==> config.mk <==
export PLATFORM = sky130hd
export DESIGN_NAME = trig_seq_top
export DESIGN_NICKNAME = d
export VERILOG_FILES = /design/src/trig_pkg.sv /design/src/seq_cfg_if.sv /design/src/trig_wb_regs.sv /design/src/trig_edge_detect.sv /design/src/trigger_sequencer.sv /design/src/trig_seq_top.sv
export SDC_FILE = /design/constraint.sdc
export NUM_CORES = 1
export LEC_CHECK = 0
export BUFFER_PORTS_ARGS = -buffer_cell sky130_fd_sc_hd__buf_2
export CAP_MARGIN = 20
export CORE_MARGIN = 10
export CORE_UTILIZATION = 40
export DETAILED_ROUTE_END_ITERATION = 6
export MAX_ROUTING_LAYER = met4
export SYNTH_ARGS = -nofsm -noshare
export SYNTH_HDL_FRONTEND = slang
export SYNTH_SLANG_ARGS = --single-unit
==> constraint.sdc <==
create_clock -name adc_clk -period 4.1 [get_ports adc_clk]
set_clock_uncertainty 0.2 [all_clocks]
set_input_delay 0.41 -clock adc_clk [delete_from_list [all_inputs] [get_ports adc_clk]]
set_output_delay 0.41 -clock adc_clk [all_outputs]
set_load 0.005 [all_outputs]
==> src/trig_pkg.sv <==
package trig_pkg;

  // sizes shared by the register map and the sequencer
  localparam int num_triggers  = 4;
  localparam int counter_width = 16;
  localparam int slot_width    = 2;
  localparam int wb_data_width = 32;
  localparam int wb_addr_width = 3;

  // control register fields
  localparam int ctrl_arm_bit    = 0;
  localparam int ctrl_bypass_bit = 1;
  localparam int ctrl_slot_lsb   = 4; // lsb of the last slot field

  // status register fields
  localparam int stat_armed_bit = 0;
  localparam int stat_fired_bit = 1;
  localparam int stat_early_bit = 2;
  localparam int stat_late_bit  = 3;

  // word addresses on the wishbone port
  typedef enum logic [wb_addr_width-1:0] {
    reg_ctrl      = 3'd0,
    reg_status    = 3'd1, // read only
    reg_min_wait0 = 3'd2,
    reg_min_wait1 = 3'd3,
    reg_min_wait2 = 3'd4,
    reg_max_wait0 = 3'd5,
    reg_max_wait1 = 3'd6,
    reg_max_wait2 = 3'd7
  } reg_addr_e;

  typedef enum logic [1:0] {
    st_idle       = 2'd0,
    st_wait_first = 2'd1, // armed and waiting for slot 0
    st_wait_next  = 2'd2  // gap counter running
  } seq_state_e;

endpackage

==> src/seq_cfg_if.sv <==
`timescale 1ns/1ps

interface seq_cfg_if;
  import trig_pkg::*;

  // configuration from the register file to the sequencer
  logic                     arm;
  logic                     bypass;
  logic [slot_width-1:0]    last_slot;
  logic [counter_width-1:0] min_wait [num_triggers-1];
  logic [counter_width-1:0] max_wait [num_triggers-1];

  // single-cycle strobes back from the sequencer
  logic fire_pulse;
  logic early_pulse;
  logic late_pulse;

  modport regs (
    output arm, bypass, last_slot, min_wait, max_wait,
    input  fire_pulse, early_pulse, late_pulse
  );

  modport seq (
    input  arm, bypass, last_slot, min_wait, max_wait,
    output fire_pulse, early_pulse, late_pulse
  );

endinterface

==> src/trig_wb_regs.sv <==
`timescale 1ns/1ps

module trig_wb_regs (
  input  logic                              adc_clk,
  input  logic                              arst_n,
  input  logic                              wb_cyc,
  input  logic                              wb_stb,
  input  logic                              wb_we,
  input  logic [trig_pkg::wb_addr_width-1:0] wb_adr,
  input  logic [trig_pkg::wb_data_width-1:0] wb_dat_w,
  output logic [trig_pkg::wb_data_width-1:0] wb_dat_r,
  output logic                              wb_ack,
  seq_cfg_if.regs                           cfg
);
  import trig_pkg::*;

  logic                     access;
  logic                     wr_en;
  logic                     rearm;
  reg_addr_e                addr;
  logic                     arm_q;
  logic                     bypass_q;
  logic [slot_width-1:0]    last_slot_q;
  logic [counter_width-1:0] min_wait_q [num_triggers-1];
  logic [counter_width-1:0] max_wait_q [num_triggers-1];
  logic                     fired_q;
  logic                     early_q;
  logic                     late_q;
  logic [wb_data_width-1:0] rd_data;

  assign access = wb_cyc & wb_stb & ~wb_ack; // new transfer only
  assign wr_en  = access & wb_we;
  assign addr   = reg_addr_e'(wb_adr);
  assign rearm  = wr_en && (addr == reg_ctrl) && wb_dat_w[ctrl_arm_bit];

  // classic ack of one cycle per transfer
  always_ff @(posedge adc_clk or negedge arst_n) begin
    if (!arst_n) begin
      wb_ack <= 1'b0;
    end else begin
      wb_ack <= access;
    end
  end

  always_ff @(posedge adc_clk or negedge arst_n) begin
    if (!arst_n) begin
      arm_q       <= 1'b0;
      bypass_q    <= 1'b0;
      last_slot_q <= '0;
    end else if (wr_en && addr == reg_ctrl) begin
      arm_q       <= wb_dat_w[ctrl_arm_bit];
      bypass_q    <= wb_dat_w[ctrl_bypass_bit];
      last_slot_q <= wb_dat_w[ctrl_slot_lsb +: slot_width];
    end else if (cfg.fire_pulse) begin
      arm_q <= 1'b0; // one shot
    end
  end

  always_ff @(posedge adc_clk or negedge arst_n) begin
    if (!arst_n) begin
      for (int i = 0; i < num_triggers - 1; i++) begin
        min_wait_q[i] <= '0;
        max_wait_q[i] <= '0;
      end
    end else if (wr_en) begin
      for (int i = 0; i < num_triggers - 1; i++) begin
        if (int'(addr) == int'(reg_min_wait0) + i) min_wait_q[i] <= wb_dat_w[counter_width-1:0];
        if (int'(addr) == int'(reg_max_wait0) + i) max_wait_q[i] <= wb_dat_w[counter_width-1:0];
      end
    end
  end

  // sticky status cleared when the host re-arms
  always_ff @(posedge adc_clk or negedge arst_n) begin
    if (!arst_n) begin
      fired_q <= 1'b0;
      early_q <= 1'b0;
      late_q  <= 1'b0;
    end else if (rearm) begin
      fired_q <= 1'b0;
      early_q <= 1'b0;
      late_q  <= 1'b0;
    end else begin
      if (cfg.fire_pulse)  fired_q <= 1'b1;
      if (cfg.early_pulse) early_q <= 1'b1;
      if (cfg.late_pulse)  late_q  <= 1'b1;
    end
  end

  always_comb begin
    rd_data = '0;
    case (addr)
      reg_ctrl: begin
        rd_data[ctrl_arm_bit]                 = arm_q;
        rd_data[ctrl_bypass_bit]              = bypass_q;
        rd_data[ctrl_slot_lsb +: slot_width]  = last_slot_q;
      end
      reg_status: begin
        rd_data[stat_armed_bit] = arm_q;
        rd_data[stat_fired_bit] = fired_q;
        rd_data[stat_early_bit] = early_q;
        rd_data[stat_late_bit]  = late_q;
      end
      default: begin
        for (int i = 0; i < num_triggers - 1; i++) begin
          if (int'(addr) == int'(reg_min_wait0) + i) rd_data[counter_width-1:0] = min_wait_q[i];
          if (int'(addr) == int'(reg_max_wait0) + i) rd_data[counter_width-1:0] = max_wait_q[i];
        end
      end
    endcase
  end

  // read data lines up with ack
  always_ff @(posedge adc_clk) begin
    if (access) wb_dat_r <= rd_data;
  end

  assign cfg.arm       = arm_q;
  assign cfg.bypass    = bypass_q;
  assign cfg.last_slot = last_slot_q;
  assign cfg.min_wait  = min_wait_q;
  assign cfg.max_wait  = max_wait_q;

endmodule

==> src/trig_edge_detect.sv <==
`timescale 1ns/1ps

module trig_edge_detect (
  input  logic                             adc_clk,
  input  logic                             arst_n,
  input  logic [trig_pkg::num_triggers-1:0] trig_in,
  output logic [trig_pkg::num_triggers-1:0] trig_edge,
  output logic                             trig0_raw
);
  import trig_pkg::*;

  logic [num_triggers-1:0] trig_r;  // first stage
  logic [num_triggers-1:0] trig_r2; // second stage

  always_ff @(posedge adc_clk or negedge arst_n) begin
    if (!arst_n) begin
      trig_r  <= '0;
      trig_r2 <= '0;
    end else begin
      trig_r  <= trig_in;
      trig_r2 <= trig_r;
    end
  end

  // rising edge per input
  assign trig_edge = trig_r & ~trig_r2;

  // unregistered path for bypass mode
  assign trig0_raw = trig_in[0];

endmodule

==> src/trigger_sequencer.sv <==
`timescale 1ns/1ps

module trigger_sequencer (
  input  logic                             adc_clk,
  input  logic                             arst_n,
  input  logic [trig_pkg::num_triggers-1:0] trig_edge,
  input  logic                             trig0_raw,
  seq_cfg_if.seq                           cfg,
  output logic                             trig_out
);
  import trig_pkg::*;

  seq_state_e               state;
  seq_state_e               next_state;
  logic [slot_width-1:0]    slot;    // slot whose edge is expected
  logic [counter_width-1:0] gap_cnt;
  logic [counter_width-1:0] cur_min; // window for the current gap
  logic [counter_width-1:0] cur_max;
  logic                     slot_edge;
  logic                     take_edge;
  logic                     fire_d;
  logic                     fire_q;
  logic                     early_d;
  logic                     late_d;

  assign slot_edge = trig_edge[slot];

  always_comb begin
    next_state = state;
    take_edge  = 1'b0;
    fire_d     = 1'b0;
    early_d    = 1'b0;
    late_d     = 1'b0;
    case (state)
      st_idle: begin
        if (cfg.arm) next_state = st_wait_first;
      end
      st_wait_first: begin
        if (!cfg.arm) begin
          next_state = st_idle;
        end else if (trig_edge[0]) begin
          if (cfg.last_slot == '0) begin
            fire_d     = 1'b1; // single slot sequence
            next_state = st_idle;
          end else begin
            take_edge  = 1'b1;
            next_state = st_wait_next;
          end
        end
      end
      st_wait_next: begin
        if (!cfg.arm) begin
          next_state = st_idle;
        end else if (slot_edge && gap_cnt < cur_min) begin
          early_d = 1'b1; // keep waiting for this slot
        end else if (slot_edge && gap_cnt <= cur_max) begin
          if (slot == cfg.last_slot) begin
            fire_d     = 1'b1;
            next_state = st_idle;
          end else begin
            take_edge = 1'b1;
          end
        end else if (gap_cnt >= cur_max) begin
          // window closed without an edge
          late_d     = 1'b1;
          next_state = st_idle;
        end
      end
      default: next_state = st_idle;
    endcase
  end

  always_ff @(posedge adc_clk or negedge arst_n) begin
    if (!arst_n) begin
      state   <= st_idle;
      slot    <= '0;
      gap_cnt <= '0;
      cur_min <= '0;
      cur_max <= '0;
      fire_q  <= 1'b0;
    end else begin
      state  <= next_state;
      fire_q <= fire_d;
      if (state == st_idle) begin
        slot    <= '0;
        cur_min <= cfg.min_wait[0];
        cur_max <= cfg.max_wait[0];
      end else if (take_edge) begin
        cur_min <= cfg.min_wait[slot]; // window for the gap after this slot
        cur_max <= cfg.max_wait[slot];
        slot    <= slot + 1'b1;
      end
      if (take_edge) begin
        gap_cnt <= counter_width'(1);
      end else if (state == st_wait_next) begin
        gap_cnt <= gap_cnt + 1'b1;
      end
    end
  end

  assign cfg.fire_pulse  = fire_d;
  assign cfg.early_pulse = early_d;
  assign cfg.late_pulse  = late_d;

  assign trig_out = cfg.bypass ? trig0_raw : fire_q;

endmodule

==> src/trig_seq_top.sv <==
`timescale 1ns/1ps

module trig_seq_top (
  input  logic                              adc_clk,
  input  logic                              arst_n,
  input  logic                              wb_cyc,
  input  logic                              wb_stb,
  input  logic                              wb_we,
  input  logic [trig_pkg::wb_addr_width-1:0] wb_adr,
  input  logic [trig_pkg::wb_data_width-1:0] wb_dat_w,
  output logic [trig_pkg::wb_data_width-1:0] wb_dat_r,
  output logic                              wb_ack,
  input  logic [trig_pkg::num_triggers-1:0]  trig_in,
  output logic                              trig_out
);
  import trig_pkg::*;

  logic [num_triggers-1:0] trig_edge;
  logic                    trig0_raw; // bypass path

  seq_cfg_if u_cfg ();

  trig_wb_regs u_regs (
    .adc_clk  (adc_clk),
    .arst_n   (arst_n),
    .wb_cyc   (wb_cyc),
    .wb_stb   (wb_stb),
    .wb_we    (wb_we),
    .wb_adr   (wb_adr),
    .wb_dat_w (wb_dat_w),
    .wb_dat_r (wb_dat_r),
    .wb_ack   (wb_ack),
    .cfg      (u_cfg.regs)
  );

  trig_edge_detect u_edge (
    .adc_clk   (adc_clk),
    .arst_n    (arst_n),
    .trig_in   (trig_in),
    .trig_edge (trig_edge),
    .trig0_raw (trig0_raw)
  );

  trigger_sequencer u_seq (
    .adc_clk   (adc_clk),
    .arst_n    (arst_n),
    .trig_edge (trig_edge),
    .trig0_raw (trig0_raw),
    .cfg       (u_cfg.seq),
    .trig_out  (trig_out)
  );

endmodule

Word-level counts from Yosys, hierarchy flattened
Cells that the tools add are included.
{"block": "word_totals", "reg_bits": 181, "in_bits": 44, "wordCells": 141, "out_inout_bits": 34}
{"block": "classes", "n_eq_ne": 15, "n_lt_le_gt_ge": 5, "muxes": 68, "bitwise": 7, "addsub": 2, "reduce_logical": 21}
{"cell": "$mux 16", "count": 16}
{"cell": "$bmux 16 s2", "count": 2}
{"cell": "$mux 1", "count": 32}
{"cell": "$mux 2", "count": 11}
{"cell": "$add 16x1->16 const B", "count": 1}
{"cell": "$ge 16x16->1", "count": 1}
{"cell": "$le 16x16->1", "count": 1}
{"cell": "$lt 16x16->1", "count": 1}
{"cell": "$eq 3x3->1 const B", "count": 4}
{"cell": "$pmux 2 s2", "count": 3}
{"cell": "$reduce_and 2->1", "count": 6}
{"cell": "$reduce_bool 2->1", "count": 6}
{"cell": "$eq 3x1->1 const B", "count": 2}
{"cell": "$pmux 2 s3", "count": 1}
{"cell": "$reduce_and 5->1", "count": 1}
{"cell": "$and 4x4->4", "count": 1}
{"cell": "$logic_and 1x1->1", "count": 4}
{"cell": "$logic_not 2->1", "count": 2}
{"cell": "$ne 4x2->1 const B", "count": 1}
{"cell": "$ne 4x4->1 const B", "count": 1}
{"cell": "$not 4->4", "count": 1}
{"cell": "$pmux 1 s2", "count": 2}
{"cell": "$and 1x1->1", "count": 3}
{"cell": "$eq 3x2->1 const B", "count": 1}
{"cell": "other kinds (14)", "count": 14}

Depth between registers and ports, before layout
Gate-level depths: netlist of run 1.
{"block": "depth", "word_depth": 11, "mapped_depth": 11}

Hierarchy
A second synthesis of run 1 with hierarchy kept.
{"block": "unflattened", "cells_unflattened": 864, "hier_area_um2": 9711.8}
{"mod": "trig_wb_regs", "instances": 1, "area_per_inst_um2": 5634.2, "cells_per_inst": 416}
{"mod": "trigger_sequencer", "instances": 1, "area_per_inst_um2": 3814.9, "cells_per_inst": 435}
{"mod": "trig_edge_detect", "instances": 1, "area_per_inst_um2": 262.8, "cells_per_inst": 13}

Least setup slack after synthesis of run 1
No wires, ideal clock.
{"block": "synth_timing", "path_kind": "input-to-reg", "start": "in wb_cyc", "end": "reg u_regs.min_wait_q (netlist bit u_regs.cfg.min_wait[10])", "setup_time_ns": 0.125, "cell_stages": 8, "arrival_ns": 2.863, "path_slack_ns": 0.912, "n_path_buf": 2, "path_cell_list": "nand2_1 nor2_1 nand2_1 or2_2 clkbuf_1 nor3b_2 buf_2 mux2_2"}
{"block": "synth_between", "elab_chain_len": 4}
{"element": "start: declaration", "line_no": "trig_seq_top.sv:6", "rtl": "input logic wb_cyc,"}
{"element": "$and 1x1->1 (2 in a row)", "line_no": "trig_wb_regs.sv:31", "rtl": "assign access = wb_cyc & wb_stb & ~wb_ack;"}
{"element": "net u_regs.access", "line_no": "trig_wb_regs.sv:17", "rtl": "logic access;"}
{"element": "$and 1x1->1", "line_no": "trig_wb_regs.sv:32", "rtl": "assign wr_en = access & wb_we;"}
{"element": "$reduce_and 2->1 (no line)"}
{"element": "end: declaration", "line_no": "trig_wb_regs.sv:24", "rtl": "logic [counter_width-1:0] min_wait_q [num_triggers-1];"}
The timed path passes the listed nets, and every way through them passes these cells.
A chain may end at the register's enable or synchronous reset.

Worst setup path after layout of run 1
{"block": "layout_timing", "start": "reg u_seq.gap_cnt[11]", "end": "reg u_seq.slot[1]"}
{"block": "layout_between", "elab_chain_len": 7, "elab_cells_between_ends": 9}
{"element": "start: declaration", "line_no": "trigger_sequencer.sv:16", "rtl": "logic [counter_width-1:0] gap_cnt;"}
{"element": "start signal: assignment", "line_no": "trigger_sequencer.sv:94", "rtl": "gap_cnt <= counter_width'(1);"}
{"element": "start signal: assignment", "line_no": "trigger_sequencer.sv:96", "rtl": "gap_cnt <= gap_cnt + 1'b1;"}
{"element": "$le 16x16->1", "line_no": "trigger_sequencer.sv:56", "rtl": "end else if (slot_edge && gap_cnt <= cur_max) begin"}
{"element": "$logic_and 1x1->1", "line_no": "trigger_sequencer.sv:56"}
{"element": "$mux 1", "line_no": "trigger_sequencer.sv:56"}
{"element": "$mux 1 (*)", "line_no": "trigger_sequencer.sv:54", "rtl": "end else if (slot_edge && gap_cnt < cur_min) begin"}
{"element": "$mux 1 (*)", "line_no": "trigger_sequencer.sv:52", "rtl": "if (!cfg.arm) begin"}
{"element": "$pmux 1 s2 (*)", "line_no": "trigger_sequencer.sv:34", "rtl": "case (state)"}
{"element": "$reduce_bool 2->1 (no line) (*)"}
{"element": "end signal: assignment", "line_no": "trigger_sequencer.sv:91", "rtl": "slot <= slot + 1'b1;"}
{"element": "end: declaration", "line_no": "trigger_sequencer.sv:15", "rtl": "logic [slot_width-1:0] slot;"}
Every way passes the cells marked *; elsewhere a longest branch is shown, timed or not.

==> summary.txt, run 1 <==
Run status
  – Run status: complete, no violations

Setup path
  – Worst setup path end: u_seq.slot[1]$_DFFE_PN0P_
  – Worst r2r dst: u_seq.slot[1]$_DFFE_PN0P_
  – FF-to-FF setup slack: 0.85 ns
  – Worst EP required: 4.23 ns
  – CP Launch Type: flop
  – Launch point of the worst path: u_seq.gap_cnt[11]$_DFFE_PN0P_
  – Crit path kind: reg2reg
  – Reg2Reg Depth: 9
  – Critical Path AT: 3.38 ns
  – Worst reg2reg path startpoint: u_seq.gap_cnt[11]$_DFFE_PN0P_
  – Worst setup EP type: flop
  – Max FO, Critical Path: 10

Clock network
  – Root buffer cell: clkbuf_16
  – Clock sink count: 181
  – CTS Buffer Depth: 2
  – Htree depth: 4
  – Reg clk slew, reported paths: 0.07 ns
  – CTS buffer count: 17
  – Later-pin clock latency in the skew report: 0.44 ns
  – CTS tree: yes

GRT
  – Initial antenna violation count: 0
  – Met1 GRT Util: 0.223
  – Met3 Use GR: 0.0253
  – Largest net degree at the start of global routing: 101
  – M2 GR Usage: 0.258
  – Vias in the first global route: 6857
  – First-pass GRT wire length: 39800 um
  – GRT busiest layer: met2
  – Grt total ovfl: 0
  – Total Routing Usage GR: 0.168

Synth
  – Top-count cell post-synth: dfrtp_1
  – Cell area after synthesis: 9720 um2
  – Dominant cell type by area after synthesis: dfrtp_1
  – Asr flop ratio synth: 0.912
  – Syn avg cell area: 11.2 um2
  – Post-Syn Instances: 864
  – Largest cells by area after synthesis: dfrtp_1 (42%), mux2_2 (12%), mux2i_1 (5.1%)
  – Post-synth top cells: dfrtp_1 (165), mux2_2 (100), nand2_1 (66)
  – Yosys reg bits: 181
  – Top-area cell type share of the netlist area: 0.425
  – Post-synth EDFFs: 16
  – Synth Flop Type: dfrtp_1
  – Cell variety after synth: 65
  – Seq/Total Area, Yosys: 0.474
  – Yosys warnings: 0

Power and ir drop
  – Max IR drop VDD: 306 uV
  – PwrDens: 467 nW/um2
  – P_leak: 0.00477 uW

Detailed routing
  – DR iter-0 viols: 415
  – DRT antenna net count: 0
  – DR vias/cell: 5.64
  – Overall via count from detail_route: 6996
  – Drt drc: 0
  – First-pass detailed-route iteration total: 5
  – Total wire length: 25200 um
  – Wire per inst: 20.3 um

Floorplanning
  – Die area: 30900 um2
  – Site Rows: 56
  – Starting Density: 0.410
  – Die height: 176 um
  – I/O pins: 78
  – Die X: 176 um
  – Core area: 23700 um2

STA
  – Max Fclk: 308 MHz
  – # setup viols final: 0
  – Worst-Margin Slew: 0.927 ns
  – Unrepaired setup endpoints after global routing: false
  – Setup TNS: 0 ns
  – Max_slew headroom: 0.382
  – Final Hold Viols: 0
  – Slew Limit Fails: 0
  – Final min period: 3.25 ns
  – Tcrit/Tclk final: 0.793
  – Final hold slack: 0.0765 ns

Finish
  – Layout Utilization: 0.460
  – Layout cells sized above 1: 0.253
  – Post-layout nets: 988
  – Post-Layout Cell Count: 1241
  – Final instance area: 10900 um2
  – # fillers: 2227
  – Syn-to-layout area delta: 12.1%
  – Antenna Cells: 0

Placed design
  – Dpl cells: 1204
  – Hpwl dp: 16900 um
  – Final RePlAce weighted congestion: 0.835
  – Placed standard-cell area: 10300 um2
  – I/O Buffers: 45

Min path
  – Worst Hold Class: in2reg

Job
  – Max-Cap Viols: 0
-- cell usage in the layout (no fill, tap or decap), types with 20 or more instances in the layout --
cell type    n
inv_1       42
a21oi_1     33
a31oi_1     23
buf_2       44
a22o_1      21
dfrtp_1    164
ha_1        34
buf_4       29
o221ai_1    20
nand2_1     66
mux2_2     100
nor2_1      44
o21ai_0     29
mux2i_1     50
-- cell families after synthesis --
family	synth area share
and+or+nand+nor	0.0906
AOI/OAI and AO/OA	0.125
other	0.000386
buffers and inverters	0.0515
muxes	0.199
DFF	0.474
xor gates and xnor gates	0.0144
adders and majority gates	0.0451
-- how the worst min path moves through the flow --
stage	startpoint	endpoint	slack [ns]	depth (start not counted)
after floorplan	arst_n	u_edge.trig_r2[0]$_DFF_PN0_	-0.09	0
after global placement	u_edge.trig_r[3]$_DFF_PN0_	u_edge.trig_r2[3]$_DFF_PN0_	0.17	0
after detailed placement	u_edge.trig_r[3]$_DFF_PN0_	u_edge.trig_r2[3]$_DFF_PN0_	0.18	0
after CTS	wb_dat_w[9]	u_regs.cfg.max_wait[9]$_DFFE_PN0P_	0.06	2
after global routing	wb_dat_w[6]	u_regs.cfg.min_wait[38]$_DFFE_PN0P_	0.07	2
final	wb_dat_w[15]	u_regs.cfg.min_wait[47]$_DFFE_PN0P_	0.08	2
-- layer usage --
| layer | vias up | part of all wire | wire length (um) |
|---|---|---|---|
| met2 | 162 | 0.47 | 11900 |
| met3 | 36 | 0.035 | 895 |
| met5 | - | 0 | 0 |
| met4 | 0 | 0.025 | 637 |
| li1 | 3219 | - | - |
| met1 | 3579 | 0.47 | 11800 |
-- worst max-delay path, cell delays in order (launching register included) --
cell and delay (ns):
dfrtp_1 0.46, ha_1 0.34, a21oi_1 0.16, nor2_1 0.05, a311o_1 0.37, nor4_2 0.46, o211ai_1 0.24, buf_4 0.24
a21boi_0 0.27, mux2_2 0.37
-- report_power, final --
group / internal [uW] / switching, uW
Sequential: 2150 / 234
Clock: 818 / 731
Combinational: 549 / 605
-- final cells by class --
| type | count | area, um2 | area share |
|---|---|---|---|
| Multi-Input combinational cell | 587 | 4680 | 0.429 |
| Clock buffer | 20 | 457 | 0.0419 |
| Clock inverter | 12 | 92.6 | 0.00850 |
| Tap cell | 319 | 399 | 0.0366 |
| Sequential cell | 181 | 4610 | 0.423 |
| Timing Repair Buffer | 79 | 499 | 0.0458 |
| Inverter | 43 | 161 | 0.0148 |
-- metrics by stage --
stage	setup WS [ns]	total power [uW]
CTS	0.833	5120
global placement	0.901	3530
global route	0.617	5380
floorplan	0.912	3210
detailed placement	0.838	3560
finish	0.849	5090
-- registers in the layout, indices dropped and copies added (netlist names) --
register,count
u_regs.wb_dat_r,16
u_seq.slot,2
u_seq.gap_cnt,16
u_regs.cfg.last_slot,2
u_seq.fire_q,1
u_regs.cfg.max_wait,48
u_seq.cur_max,16
u_regs.cfg.min_wait,48
u_regs.cfg.arm,1
u_seq.cur_min,16
u_regs.early_q,1
u_edge.trig_r2,4
u_regs.wb_ack,1
u_seq.state,2
u_regs.late_q,1
u_regs.fired_q,1
u_edge.trig_r,4
u_regs.cfg.bypass,1
-- timing repair --
action / CTS / global route
hold buffers: 5 / 0
resized for setup: 0 / 0
buffers inserted: 0 / 0
hold endpoints to repair: 101 / 0
setup endpoints to repair: 0 / 0
No activity file was read; power rests on OpenSTA's default activity.
==> run 2: changes to the inputs <==
==> constraint.sdc (replaced) <==
create_clock -name adc_clk -period 3.3 [get_ports adc_clk]
set_clock_uncertainty 0.2 [all_clocks]
set_input_delay 0.33 -clock adc_clk [delete_from_list [all_inputs] [get_ports adc_clk]]
set_output_delay 0.33 -clock adc_clk [all_outputs]
set_load 0.005 [all_outputs]
==> run 2 against run 1 <==
  * Core utilization is 0.87 points higher
  * Wire length is 0.27% lower
  * Sequential cell count stayed put
  * Clock power is 34% higher
  * Combinational power is 28% higher
  * Sequential share of layout area is 0.78 points lower
  * Die area stayed put
  * Global-route usage is 0.098 points higher
  * Sequential power is 24% higher
  * Setup slack worse by 0.60 ns
  * Critical path depth stayed put
  * Critical path type unchanged
  * Critical endpoint is now u_seq.cur_max[7]$_DFFE_PN0P_
  * Largest cell class unchanged
  * Largest power group unchanged
==> summary.txt, run 2 (same netlist as run 1, synthesis figures left out) <==
Run status
  – Run status: complete, no violations (unchanged)

Clock network
  – CTS buffer count: 17 (unchanged)
  – CTS tree: yes (unchanged)
  – CTS Buffer Depth: 2 (unchanged)
  – Htree depth: 4 (unchanged)
  – Reg clk slew, reported paths: 0.07 ns (about the same)
  – Root buffer cell: clkbuf_16 (unchanged)
  – Later-pin clock latency in the skew report: 0.44 ns (about the same)
  – Clock sink count: 181 (unchanged)

GRT
  – Largest net degree at the start of global routing: 64 (was 101)
  – Total Routing Usage GR: 0.169 (was 0.168)
  – Initial antenna violation count: 0 (unchanged)
  – First-pass GRT wire length: 40400 um (was 39800 um)
  – Grt total ovfl: 0 (unchanged)
  – Vias in the first global route: 7078 (was 6857)

STA
  – Final hold slack: 0.00995 ns (was 0.0765 ns)
  – Max Fclk: 327 MHz (was 308 MHz)
  – Slew Limit Fails: 0 (unchanged)
  – Final Hold Viols: 0 (unchanged)
  – Setup ws final: 0.245 ns (was 0.849 ns)
  – Worst-Margin Slew: 1.04 ns (was 0.927 ns)
  – Final min period: 3.05 ns (was 3.25 ns)
  – Unrepaired setup endpoints after global routing: false (unchanged)
  – Tcrit/Tclk final: 0.926 (was 0.793)
  – Max_slew headroom: 0.305 (was 0.382)
  – # setup viols final: 0 (unchanged)
  – Setup TNS: 0 ns (unchanged)

Power and ir drop
  – Max IR drop VDD: 371 uV (was 306 uV)
  – P_leak: 0.00487 uW (was 0.00477 uW)
  – Power, Total: 6510 uW (was 5090 uW)
  – PwrDens: 586 nW/um2 (was 467 nW/um2)

Setup path
  – Largest stage delay, worst path: 0.47 ns (was 0.46 ns)
  – Crit path kind: reg2reg (unchanged)
  – Max FO, Critical Path: 11 (was 10)
  – CP max stage cell: nor4_2 (was dfrtp_1)
  – Worst EP required: 3.42 ns (was 4.23 ns)
  – CP Launch Type: flop (unchanged)
  – Critical Path AT: 3.18 ns (was 3.38 ns)
  – Crit path max-delay family: compound AO/OA/AOI/OAI gates (unchanged)
  – Worst reg2reg path startpoint: u_seq.gap_cnt[14]$_DFFE_PN0P_ (was u_seq.gap_cnt[11]$_DFFE_PN0P_)
  – Worst r2r dst: u_seq.cur_max[7]$_DFFE_PN0P_ (was u_seq.slot[1]$_DFFE_PN0P_)
  – FF-to-FF setup slack: 0.25 ns (was 0.85 ns)
  – Worst setup EP type: flop (unchanged)
  – Reg2Reg Depth: 9 (unchanged)
  – CP bufs+invs: 1 (unchanged)
  – CP Cell Sequence: ha_1 > nand4_1 > nor2_1 > a311o_1 > nor4_2 > o211a_2 > buf_4 > o221ai_1 > a22o_1 (was ha_1 > a21oi_1 > nor2_1 > a311o_1 > nor4_2 > o211ai_1 > buf_4 > a21boi_0 > mux2_2)

Detailed routing
  – Wire per inst: 20.1 um (was 20.3 um)
  – Overall via count from detail_route: 7017 (was 6996)
  – DRT antenna net count: 0 (unchanged)
  – Total wire length: 25200 um (about the same)
  – Drt drc: 0 (unchanged)
  – DR vias/cell: 5.59 (was 5.64)
  – First-pass detailed-route iteration total: 5 (unchanged)
  – DR iter-0 viols: 430 (was 415)

Finish
  – Layout cells sized above 1: 0.255 (was 0.253)
  – Syn-to-layout area delta: 14.2% (was 12.1%)
  – Post-layout nets: 1002 (was 988)
  – Most frequent cells in the layout: dfrtp_1 (164), mux2_2 (100), nand2_1 (66), mux2i_1 (50) (unchanged)
  – Antenna Cells: 0 (unchanged)
  – Commonest non-fill, non-tap cell in the layout: dfrtp_1 (unchanged)

Min path
  – Hold Crit Start: wb_dat_w[12] (was wb_dat_w[15])
  – Hold Path Stages: 2 (unchanged)
  – Worst Hold Class: in2reg (unchanged)
  – Hold Path End: u_regs.cfg.max_wait[44]$_DFFE_PN0P_ (was u_regs.cfg.min_wait[47]$_DFFE_PN0P_)

Floorplanning
  – I/O pins: 78 (unchanged)
  – Starting Density: 0.410 (unchanged)
  – Die height: 176 um (unchanged)
  – Die X: 176 um (unchanged)
  – Core area: 23700 um2 (unchanged)
  – Site Rows: 56 (unchanged)
  – Die area: 30900 um2 (unchanged)

Placed design
  – Final RePlAce weighted congestion: 0.884 (was 0.835)
  – Hpwl dp: 17300 um (was 16900 um)
  – DP Worst Slack: 0.266 ns (was 0.838 ns)
  – I/O Buffers: 45 (unchanged)

Job
  – Max-Cap Viols: 0 (unchanged)
## run 2: cell count changes in the layout (fill, tap and decap cells not counted), sizes merged
cell / before / now
bufinv: 0 / 2
buf: 74 / 81
inv: 47 / 45
dlygate4sd3: 5 / 12
## run 2: through the flow
stage	utilization	cell area, um2	cells
6_report	0.469	11100	1255
5_1_grt	0.469	11100	1255
4_1_cts	0.469	11100	1255
3_5_place_dp	0.439	10400	1211
3_3_place_gp	0.439	10400	1211
2_1_floorplan	-	9780	879
## run 2: cell type report
cell class	count	area, um2
clock buffer	20	447
clock inverter	12	148
fill	2225	12600
inverter	43	161
sequential	181	4610
tap	319	399
timing repair buffer	93	659
multi-input combinational	587	4680
## run 2: worst reg2reg max path, delay by kind of cell (launching register included)
kind	cells	cell delay, ns
flip-flops	1	0.44
AND/OR/NAND/NOR	3	0.68
AO/OA/AOI/OAI	4	1.09
adder cells (fa/ha/maj)	1	0.31
buffers and inverters	1	0.23
## run 2: worst max-delay path by stage
| stage | end | from | cells past startpoint |
|---|---|---|---|
| floorplan | u_regs.cfg.min_wait[10]$_DFFE_PN0P_ | u_regs.wb_ack$_DFF_PN0_ | 7 |
| global placement | u_seq.cur_max[3]$_DFFE_PN0P_ | u_seq.gap_cnt[14]$_DFFE_PN0P_ | 9 |
| detailed placement | u_seq.cur_max[10]$_DFFE_PN0P_ | u_seq.gap_cnt[14]$_DFFE_PN0P_ | 9 |
| CTS | u_seq.cur_max[7]$_DFFE_PN0P_ | u_seq.gap_cnt[14]$_DFFE_PN0P_ | 9 |
| global route | u_seq.gap_cnt[9]$_DFFE_PN0P_ | u_seq.gap_cnt[14]$_DFFE_PN0P_ | 10 |
| finish | u_seq.cur_max[7]$_DFFE_PN0P_ | u_seq.gap_cnt[14]$_DFFE_PN0P_ | 9 |
## run 2: power breakdown
part | internal, uW | switching, uW
Clock | 1150 | 926
Sequential | 2670 | 290
Combinational | 693 | 773
Total | 4520 | 1990
## run 2: routing by layer
metal / part of all wire / track usage / wire (um)
met1: 0.47 / 0.223 / 11900
met2: 0.47 / 0.262 / 11800
met3: 0.038 / 0.0272 / 965
met4: 0.021 / 0.0551 / 538
met5: 0 / - / 0
## run 2: timing repair
| item | 4_1_cts | 5_1_grt |
|---|---|---|
| gates resized for setup | 0 | 0 |
| endpoints found under the hold margin | 89 | 0 |
| hold buffers | 12 | 0 |
| buffers inserted | 0 | 0 |
